### config.mk
export PLATFORM = sky130hd
export DESIGN_NAME = ooo_core_top
export DESIGN_NICKNAME = d
export VERILOG_FILES = /design/src/verilog/ooo_pkg.sv /design/src/verilog/dispatch_unit.sv /design/src/verilog/exec_station.sv /design/src/verilog/reorder_buffer.sv /design/src/verilog/arch_reg_file.sv /design/src/verilog/ooo_core_top.sv
export SDC_FILE = /design/constraint.sdc
export NUM_CORES = 2
export LEC_CHECK = 0
export ABC_CLOCK_PERIOD_IN_PS = 16120
export BUFFER_PORTS_ARGS = -buffer_cell sky130_fd_sc_hd__buf_2
export CAP_MARGIN = 5
export CELL_PAD_IN_SITES_DETAIL_PLACEMENT = 1
export CELL_PAD_IN_SITES_GLOBAL_PLACEMENT = 2
export CORE_ASPECT_RATIO = 0.5
export CORE_UTILIZATION = 35
export DETAILED_ROUTE_END_ITERATION = 12
export GPL_ROUTABILITY_DRIVEN = 0
export HOLD_SLACK_MARGIN = 0.03
export PLACE_DENSITY = 0.6
export SYNTH_ARGS = -nofsm -noshare
export SYNTH_HDL_FRONTEND = slang
export SYNTH_SLANG_ARGS = --single-unit
### constraint.sdc
create_clock -name clk -period 16.12 [get_ports clk]
set_clock_uncertainty 0.05 [all_clocks]
set_input_delay 3.224 -clock clk [delete_from_list [all_inputs] [get_ports clk]]
set_output_delay 3.224 -clock clk [all_outputs]
set_load 0.02 [all_outputs]
### src/verilog/ooo_pkg.sv
package ooo_pkg;

    localparam int xlen = 32;
    localparam int reg_addr_len = 5;
    localparam int tag_len = 4;
    localparam int lat_len = 3;

    typedef logic [xlen-1:0] data_t;
    typedef logic [reg_addr_len-1:0] reg_addr_t;
    typedef logic [tag_len-1:0] tag_t;

    typedef enum logic [1:0] {
        op_add = 2'd0,
        op_sub = 2'd1,
        op_xor = 2'd2,
        op_brc = 2'd3  // Branch compare, predicted not equal.
    } op_e;

    function automatic logic [lat_len-1:0] op_latency(op_e op);
        case (op)
            op_sub:  return 3'd3;
            op_brc:  return 3'd2;
            default: return 3'd1;
        endcase
    endfunction

    typedef struct packed {
        op_e       op;
        reg_addr_t rd;
        data_t     src_a;
        data_t     src_b;
    } instr_t;

    typedef struct packed {
        tag_t  tag;
        data_t result;
        logic  mispredict;
    } cdb_t;

    typedef struct packed {
        reg_addr_t rd;
        data_t     data;
    } commit_t;

endpackage

### src/verilog/dispatch_unit.sv
`timescale 1ns/1ps

module dispatch_unit #(
    parameter int rob_depth = 8
) (
    input  logic            clk,
    input  logic            rst,
    input  logic            instr_valid,
    input  ooo_pkg::instr_t instr,
    input  logic            rob_full,
    input  logic            station_full,
    input  logic            flush,
    input  ooo_pkg::tag_t   next_tag,
    output logic            stall,
    output logic            disp_fire,
    output ooo_pkg::tag_t   disp_tag,
    output ooo_pkg::instr_t disp_instr
);

    localparam ooo_pkg::tag_t tag_mask = ooo_pkg::tag_t'(rob_depth - 1);

    logic            accept;
    logic            fire_q;
    ooo_pkg::tag_t   alloc_tag;
    ooo_pkg::tag_t   tag_q;
    ooo_pkg::instr_t instr_q;

    assign stall = rob_full | station_full;
    assign accept = instr_valid & ~stall & ~flush;

    // The ROB tail only moves once the held instruction lands, so skip past it.
    assign alloc_tag = (next_tag + ooo_pkg::tag_t'(disp_fire)) & tag_mask;

    always_ff @(posedge clk) begin
        if (rst) begin
            fire_q <= 1'b0;
        end else begin
            fire_q <= accept;  // A flush drops the held instruction.
        end
    end

    always_ff @(posedge clk) begin
        if (accept) begin
            instr_q <= instr;
            tag_q <= alloc_tag;
        end
    end

    assign disp_fire = fire_q & ~flush;
    assign disp_tag = tag_q;
    assign disp_instr = instr_q;

endmodule

### src/verilog/exec_station.sv
`timescale 1ns/1ps

module exec_station #(
    parameter int station_slots = 4
) (
    input  logic            clk,
    input  logic            rst,
    input  logic            flush,
    input  logic            disp_fire,
    input  ooo_pkg::tag_t   disp_tag,
    input  ooo_pkg::instr_t disp_instr,
    output logic            station_full,
    output logic            cdb_valid,
    output ooo_pkg::cdb_t   cdb
);

    localparam int slot_len = (station_slots > 1) ? $clog2(station_slots) : 1;

    typedef struct packed {
        logic                        valid;
        ooo_pkg::instr_t             instr;
        ooo_pkg::tag_t               tag;
        logic [slot_len-1:0]         age;  // Count of younger operations held.
        logic [ooo_pkg::lat_len-1:0] remain;
    } slot_t;

    slot_t slots [station_slots];

    logic                     found;
    logic [slot_len-1:0]      sel;
    logic [slot_len-1:0]      sel_age;
    logic [station_slots-1:0] older;
    logic                     free_found;
    logic [slot_len-1:0]      free_idx;
    logic [slot_len:0]        free_cnt;
    ooo_pkg::instr_t          win;

    // Oldest finished slot wins the bus.
    always_comb begin
        found = 1'b0;
        sel = '0;
        sel_age = '0;
        for (int i = 0; i < station_slots; i++) begin
            if (slots[i].valid && slots[i].remain == '0 && (!found || slots[i].age > sel_age)) begin
                found = 1'b1;
                sel = i[slot_len-1:0];
                sel_age = slots[i].age;
            end
        end
        for (int i = 0; i < station_slots; i++) begin
            older[i] = found && slots[i].age > sel_age;
        end
    end

    always_comb begin
        free_found = 1'b0;
        free_idx = '0;
        free_cnt = '0;
        for (int i = 0; i < station_slots; i++) begin
            if (!slots[i].valid) begin
                free_cnt = free_cnt + 1'b1;
                if (!free_found) begin
                    free_found = 1'b1;
                    free_idx = i[slot_len-1:0];
                end
            end
        end
    end

    // Keeps a slot spare for the operation still in the dispatch register.
    assign station_full = free_cnt <= (slot_len + 1)'(1);

    assign win = slots[sel].instr;
    assign cdb_valid = found;

    always_comb begin
        cdb.tag = slots[sel].tag;
        cdb.mispredict = 1'b0;
        case (win.op)
            ooo_pkg::op_add: cdb.result = win.src_a + win.src_b;
            ooo_pkg::op_sub: cdb.result = win.src_a - win.src_b;
            ooo_pkg::op_xor: cdb.result = win.src_a ^ win.src_b;
            default: begin
                cdb.result = ooo_pkg::data_t'(win.src_a == win.src_b);
                cdb.mispredict = win.src_a == win.src_b;  // Predicted not equal.
            end
        endcase
    end

    always_ff @(posedge clk) begin
        if (rst || flush) begin
            for (int i = 0; i < station_slots; i++) begin
                slots[i].valid <= 1'b0;
            end
        end else begin
            for (int i = 0; i < station_slots; i++) begin
                if (slots[i].valid) begin
                    if (slots[i].remain != '0) begin
                        slots[i].remain <= slots[i].remain - 1'b1;
                    end
                    if (disp_fire && !older[i]) begin
                        slots[i].age <= slots[i].age + 1'b1;
                    end else if (!disp_fire && older[i]) begin
                        slots[i].age <= slots[i].age - 1'b1;
                    end
                end
            end

            if (found) begin
                slots[sel].valid <= 1'b0;
            end

            if (disp_fire && free_found) begin
                slots[free_idx].valid <= 1'b1;
                slots[free_idx].instr <= disp_instr;
                slots[free_idx].tag <= disp_tag;
                slots[free_idx].age <= '0;
                slots[free_idx].remain <= ooo_pkg::op_latency(disp_instr.op) - 1'b1;
            end
        end
    end

endmodule

### src/verilog/reorder_buffer.sv
`timescale 1ns/1ps

module reorder_buffer #(
    parameter int rob_depth = 8
) (
    input  logic             clk,
    input  logic             rst,
    output logic             flush,
    input  logic             disp_fire,
    input  ooo_pkg::tag_t    disp_tag,
    input  ooo_pkg::instr_t  disp_instr,
    input  logic             cdb_valid,
    input  ooo_pkg::cdb_t    cdb,
    output ooo_pkg::tag_t    next_tag,
    output logic             rob_full,
    output logic             commit_valid,
    output ooo_pkg::commit_t commit
);

    localparam int idx_len = (rob_depth > 1) ? $clog2(rob_depth) : 1;
    // One entry of margin for the instruction held in the dispatch register.
    localparam logic [idx_len:0] full_level = (idx_len + 1)'(rob_depth - 1);

    typedef struct packed {
        logic               valid;
        logic               ready;
        logic               mispredict;
        ooo_pkg::reg_addr_t rd;
        ooo_pkg::data_t     data;
    } rob_entry_t;

    rob_entry_t entries [rob_depth];

    logic [idx_len-1:0] head;
    logic [idx_len-1:0] tail;
    logic [idx_len:0]   count;
    logic [idx_len-1:0] disp_idx;
    logic [idx_len-1:0] cdb_idx;

    assign disp_idx = disp_tag[idx_len-1:0];
    assign cdb_idx = cdb.tag[idx_len-1:0];

    assign next_tag = ooo_pkg::tag_t'(tail);
    assign rob_full = count >= full_level;

    // The head retires as soon as its result has come back on the CDB.
    assign commit_valid = entries[head].valid & entries[head].ready;
    assign commit.rd = entries[head].rd;
    assign commit.data = entries[head].data;
    assign flush = commit_valid & entries[head].mispredict;  // Branch resolved equal.

    always_ff @(posedge clk) begin
        if (rst || flush) begin
            head <= '0;
            tail <= '0;
            count <= '0;
            for (int i = 0; i < rob_depth; i++) begin
                entries[i].valid <= 1'b0;
            end
        end else begin
            if (disp_fire) begin
                entries[disp_idx].valid <= 1'b1;
                entries[disp_idx].ready <= 1'b0;
                entries[disp_idx].mispredict <= 1'b0;
                entries[disp_idx].rd <= disp_instr.rd;
                tail <= tail + 1'b1;  // Wraps, depth is a power of two.
            end

            if (cdb_valid) begin
                entries[cdb_idx].ready <= 1'b1;
                entries[cdb_idx].data <= cdb.result;
                entries[cdb_idx].mispredict <= cdb.mispredict;
            end

            if (commit_valid) begin
                entries[head].valid <= 1'b0;
                head <= head + 1'b1;
            end

            case ({disp_fire, commit_valid})
                2'b10:   count <= count + 1'b1;
                2'b01:   count <= count - 1'b1;
                default: count <= count;
            endcase
        end
    end

endmodule

### src/verilog/arch_reg_file.sv
`timescale 1ns/1ps

module arch_reg_file (
    input  logic               clk,
    input  logic               rst,
    input  logic               commit_valid,
    input  ooo_pkg::commit_t   commit,
    input  ooo_pkg::reg_addr_t rd_addr,
    output ooo_pkg::data_t     rd_data
);

    localparam int reg_count = 2 ** ooo_pkg::reg_addr_len;

    ooo_pkg::data_t regs [reg_count];

    always_ff @(posedge clk) begin
        if (rst) begin
            for (int i = 0; i < reg_count; i++) begin
                regs[i] <= '0;
            end
        end else if (commit_valid) begin
            regs[commit.rd] <= commit.data;  // Only retired results reach here.
        end
    end

    // r0 is hardwired to zero.
    assign rd_data = (rd_addr == '0) ? '0 : regs[rd_addr];

endmodule

### src/verilog/ooo_core_top.sv
`timescale 1ns/1ps

module ooo_core_top #(
    parameter int rob_depth = 8,
    parameter int station_slots = 4
) (
    input  logic               clk,
    input  logic               rst,
    input  logic               instr_valid,
    input  ooo_pkg::instr_t    instr,
    output logic               stall,
    output logic               commit_valid,
    output ooo_pkg::commit_t   commit,
    output logic               flush,
    input  ooo_pkg::reg_addr_t rd_addr,
    output ooo_pkg::data_t     rd_data
);

    logic            disp_fire;
    ooo_pkg::tag_t   disp_tag;
    ooo_pkg::instr_t disp_instr;
    ooo_pkg::tag_t   next_tag;
    logic            rob_full;
    logic            station_full;
    logic            cdb_valid;
    ooo_pkg::cdb_t   cdb;

    dispatch_unit #(
        .rob_depth(rob_depth)
    ) i_dispatch_unit (
        .clk         (clk),
        .rst         (rst),
        .instr_valid (instr_valid),
        .instr       (instr),
        .rob_full    (rob_full),
        .station_full(station_full),
        .flush       (flush),
        .next_tag    (next_tag),
        .stall       (stall),
        .disp_fire   (disp_fire),
        .disp_tag    (disp_tag),
        .disp_instr  (disp_instr)
    );

    exec_station #(
        .station_slots(station_slots)
    ) i_exec_station (
        .clk         (clk),
        .rst         (rst),
        .flush       (flush),
        .disp_fire   (disp_fire),
        .disp_tag    (disp_tag),
        .disp_instr  (disp_instr),
        .station_full(station_full),
        .cdb_valid   (cdb_valid),
        .cdb         (cdb)
    );

    reorder_buffer #(
        .rob_depth(rob_depth)
    ) i_reorder_buffer (
        .clk         (clk),
        .rst         (rst),
        .flush       (flush),
        .disp_fire   (disp_fire),
        .disp_tag    (disp_tag),
        .disp_instr  (disp_instr),
        .cdb_valid   (cdb_valid),
        .cdb         (cdb),
        .next_tag    (next_tag),
        .rob_full    (rob_full),
        .commit_valid(commit_valid),
        .commit      (commit)
    );

    arch_reg_file i_arch_reg_file (
        .clk         (clk),
        .rst         (rst),
        .commit_valid(commit_valid),
        .commit      (commit),
        .rd_addr     (rd_addr),
        .rd_data     (rd_data)
    );

endmodule

==> metrics.md <==
| Metric | Value |
|---|---|
| Status | `complete, no violations` |
| Fin. max-slew vios | `0` |
| GRT overflow | `0` |
| Internal Power | `0.00768 W` |
| Flops & latches, synth | `between 1,500 and 2,000` |
| Area contributors post-synth | `edfxtp_1 (68%), mux4_2 (12%), nor2_1 (6.0%)` |
| Slew at the pin closest to its max-slew limit | `1240 ps` |
| Commonest cells after routing, fill and taps aside | `edfxtp_1 (1,690), nor2_1 (1,199), mux4_2 (397)` |
| CP top delay family | `compound AO/OA/AOI/OAI gates` |
| Area grow syn2layout | `13.4%` |
| Cts bufs inserted | `around 170` |
| Final Non-Filler Cells | `approximately 8,000` |
| Mapped Area | `~75,000 µm²` |
| Initial DRC count | `3,848` |
| Sequential fraction of the synthesis area | `between 60% and 70%` |
| Layout cell share with drive strength beyond 1 | `20.3%` |
| Slowest cell on crit path | `o311ai_1` |
| Sequential power share | `52.3%` |
| Cell total after placement | `7,712` |
| Die span in y | `329 µm` |
| Mean Syn Cell Area | `15.1 µm²` |
| Crit path max fanout | `between 60 and 70` |
| Vias in the first global route | `46,500` |
| Sw Share | `23.2%` |
| Post_cts resized | `0` |
| Clock share of power | `40.2%` |
| Antenna Nets Post-Route | `0` |
| Design area | `roughly 85,000 µm²` |
| Setup repair after global routing missed its margin | `no` |
| Power Dens Cells | `118 nW/µm²` |
| Worst Hold Path EP | `i_reorder_buffer.entries[2][38]$_SDFFE_PP1P_` |
| Reg2reg start | `i_exec_station.slots[0][0]$_DFFE_PP_` |
| Post-layout min period | `10,690 ps` |
| CTS Root Cell | `clkbuf_16` |
| CTS tree | `built` |
| Ys async rst share | `0%` |
| Die ar. | `215,000 µm²` |
| Top cell type's share of synthesized area | `67.9%` |
| Via count | `43,700` |
| Syn nets | `between 5,000 and 6,000` |
| Power Total | `0.0100 W` |
| Max-cap violation count | `0` |
| Peak VDD IR | `roughly 0.080 mV` |
| Setup slack, reg-to-reg | `~5400 ps` |
| Distinct cells, synth | `between 80 and 90` |
| Mapped Cells | `between 4,000 and 5,000` |
| First-pass GRT wire length | `330,000 µm` |
| HP Class | `reg2reg` |
| Commonest non-fill, non-tap cell in the layout | `edfxtp_1` |
| Hold path cells | `2` |
| FF-to-FF End | `i_reorder_buffer.entries[5][26]$_DFFE_PP_` |
| Crit path buffers/inverters | `4` |
| Leak | `29.9 nW` |
| Crit path kind | `reg2reg` |
| Reg clk slew, reported paths | `70 ps` |
| Top FF cell, synth | `edfxtp_1` |
| Placed Area | `79,300 µm²` |
| Via/cell ratio | `between 5 and 6` |
| PortBufs | `150` |
| Total stage count of the critical path | `35` |
| Std cell rows | `about 120` |
| CTS HTree Levels | `4` |
| WP data required | `16,530 ps` |
| Fmax | `around 94 MHz` |
| Final HPWL DP | `133,000 µm` |
| Combinational share of power | `7.5%` |
| Clock sink total | `1,732` |
| Setup crit end kind | `flip-flop` |
| Layout Nets | `about 5,200` |
| Clock Latency Late Sink | `800 ps` |
| Boundary Pins | `151` |
| Final WL | `230,000 µm` |
| CP arrival | `11,100 ps` |
| Synth Warn # | `0` |
| Post-synth EDFFs | `1,690` |
| Post-CTS Setup Inserts | `0` |
| Fin crit share | `66.3%` |
| Max incr delay on CP | `750 ps` |
| Slew headroom | `approximately 17%` |
| Die X-Extent | `about 660 µm` |
| Residual DRC | `0` |
| Worst R2R Path Depth | `35` |
| Final hold violations | `0` |
| Final setup vio count | `0` |
| Drt wl/cell | `28.7 µm` |
| Worst min-delay path startpoint | `i_reorder_buffer.entries[2][38]$_SDFFE_PP1P_` |
| Core area | `roughly 210,000 µm²` |
| Largest net degree at the start of global routing | `115` |
| Clock Path Buffers | `4` |
| Drt first pass iters | `5` |
| Initial antenna violation count | `7` |
| Worst Hold Margin | `between 400 and 500 ps` |
| Initial Util | `35.4%` |
| TNS Setup | `0 ps` |
| Worst Setup Start Kind | `flip-flop` |
| All-Layer GR Usage | `21.3%` |
| Post-CTS Hold Buffers | `0` |
| Psw | `around 0.0023 W` |
| Yosys top cell by area | `edfxtp_1` |
-- cells by family after synthesis --
group	share of synthesized area [%]
simple gates	8.52
fa+ha+maj	1.67
mux	13.2
xor+xnor	0.281
buf+inv	2.68
flops	69.1
compound gates	4.60
-- worst register-to-register path, delay by kind of cell, from the launching register on --
kind | cells | cell delay [ps]
multiplexers | 1 | 290
adder cells (fa/ha/maj) | 5 | 1510
flip-flops | 1 | 380
buffers and inverters | 4 | 1470
AND/OR/NAND/NOR | 9 | 1300
AO/OA/AOI/OAI | 16 | 5370
-- metal layers --
| layer | part of all wire (%) | GRT usage [%] |
|---|---|---|
| met3 | 5.2 | 3.27 |
| met1 | 44 | 28.9 |
| met5 | 0 | 0 |
| met4 | 2.3 | 4.91 |
| met2 | 49 | 36.1 |
-- state kept, by name (all words and copies together) (netlist names), named ones only --
| name | count |
|---|---|
| i_dispatch_unit.fire_q | 1 |
| i_dispatch_unit.disp_instr | 71 |
| i_reorder_buffer.count | 4 |
| i_reorder_buffer.tail | 3 |
| i_exec_station.slots | 300 |
| i_dispatch_unit.disp_tag | 3 |
| i_reorder_buffer.entries | 320 |
| i_reorder_buffer.head | 3 |
| i_arch_reg_file.regs | 1024 |
-- worst max path at each step --
| stage | startpoint | end | slack (ps) |
|---|---|---|---|
| floorplan | rd_addr[0] | rd_data[10] | 7400 |
| global placement | rd_addr[0] | rd_data[28] | 5570 |
| detailed placement | i_exec_station.slots[0][0]$_DFFE_PP_ | i_reorder_buffer.entries[4][18]$_DFFE_PP_ | 5410 |
| CTS | i_exec_station.slots[0][0]$_DFFE_PP_ | i_reorder_buffer.entries[0][18]$_DFFE_PP_ | 5340 |
| global route | i_exec_station.slots[0][0]$_DFFE_PP_ | i_reorder_buffer.entries[0][18]$_DFFE_PP_ | 4360 |
| finish | i_exec_station.slots[0][0]$_DFFE_PP_ | i_reorder_buffer.entries[5][26]$_DFFE_PP_ | 5430 |
-- power groups by stage --
| stage | Clock [W] | Combinational (W) | Sequential, W |
|---|---|---|---|
| after CTS | 0.00412 | 0.000765 | 0.00524 |
| final | 0.00402 | 0.000754 | 0.00523 |
| after detailed placement | 0 | 0.000762 | 0.00533 |
| after floorplan | 0 | 0.000473 | 0.00529 |
| after global routing | 0.00428 | 0.000814 | 0.00525 |
| after global placement | 0 | 0.000747 | 0.00532 |
-- cell type report --
| type | count | area, µm² |
|---|---|---|
| Antenna cell | 3 | 7.51 |
| Clock buffer | 211 | 4600 |
| Clock inverter | 91 | 847 |
| Fill cell | 21100 | 127000 |
| Inverter | 139 | 522 |
| Multi-Input combinational cell | 2711 | 21700 |
| Sequential cell | 1732 | 51600 |
| Tap cell | 2843 | 3560 |
| Timing Repair Buffer | 288 | 1870 |
-- through the flow --
step	setup slack [ps]	utilization, %
floorplan	7400	-
global placement	5570	37.5
detailed placement	5410	37.5
CTS	5340	40.1
global route	4360	40.1
finish	5430	40.1
-- Yosys cell counts, drive strengths merged (8+ instances only) --
master / count
xnor2: 18
nand2: 139
o22ai: 99
clkbuf: 294
a22oi: 30
dfxtp: 42
mux2i: 82
nor4: 9
a31oi: 22
nor3: 30
a211oi: 22
inv: 139
buf: 81
o21bai: 14
o21ai: 97
nand2b: 45
mux4: 397
nor2: 1205
o211ai: 18
a21oi: 159
nor2b: 28
or3: 11
a21o: 21
o31ai: 8
ha: 95
edfxtp: 1690
mux2: 9
nand3: 47
No activity file was read; power rests on OpenSTA's default activity.
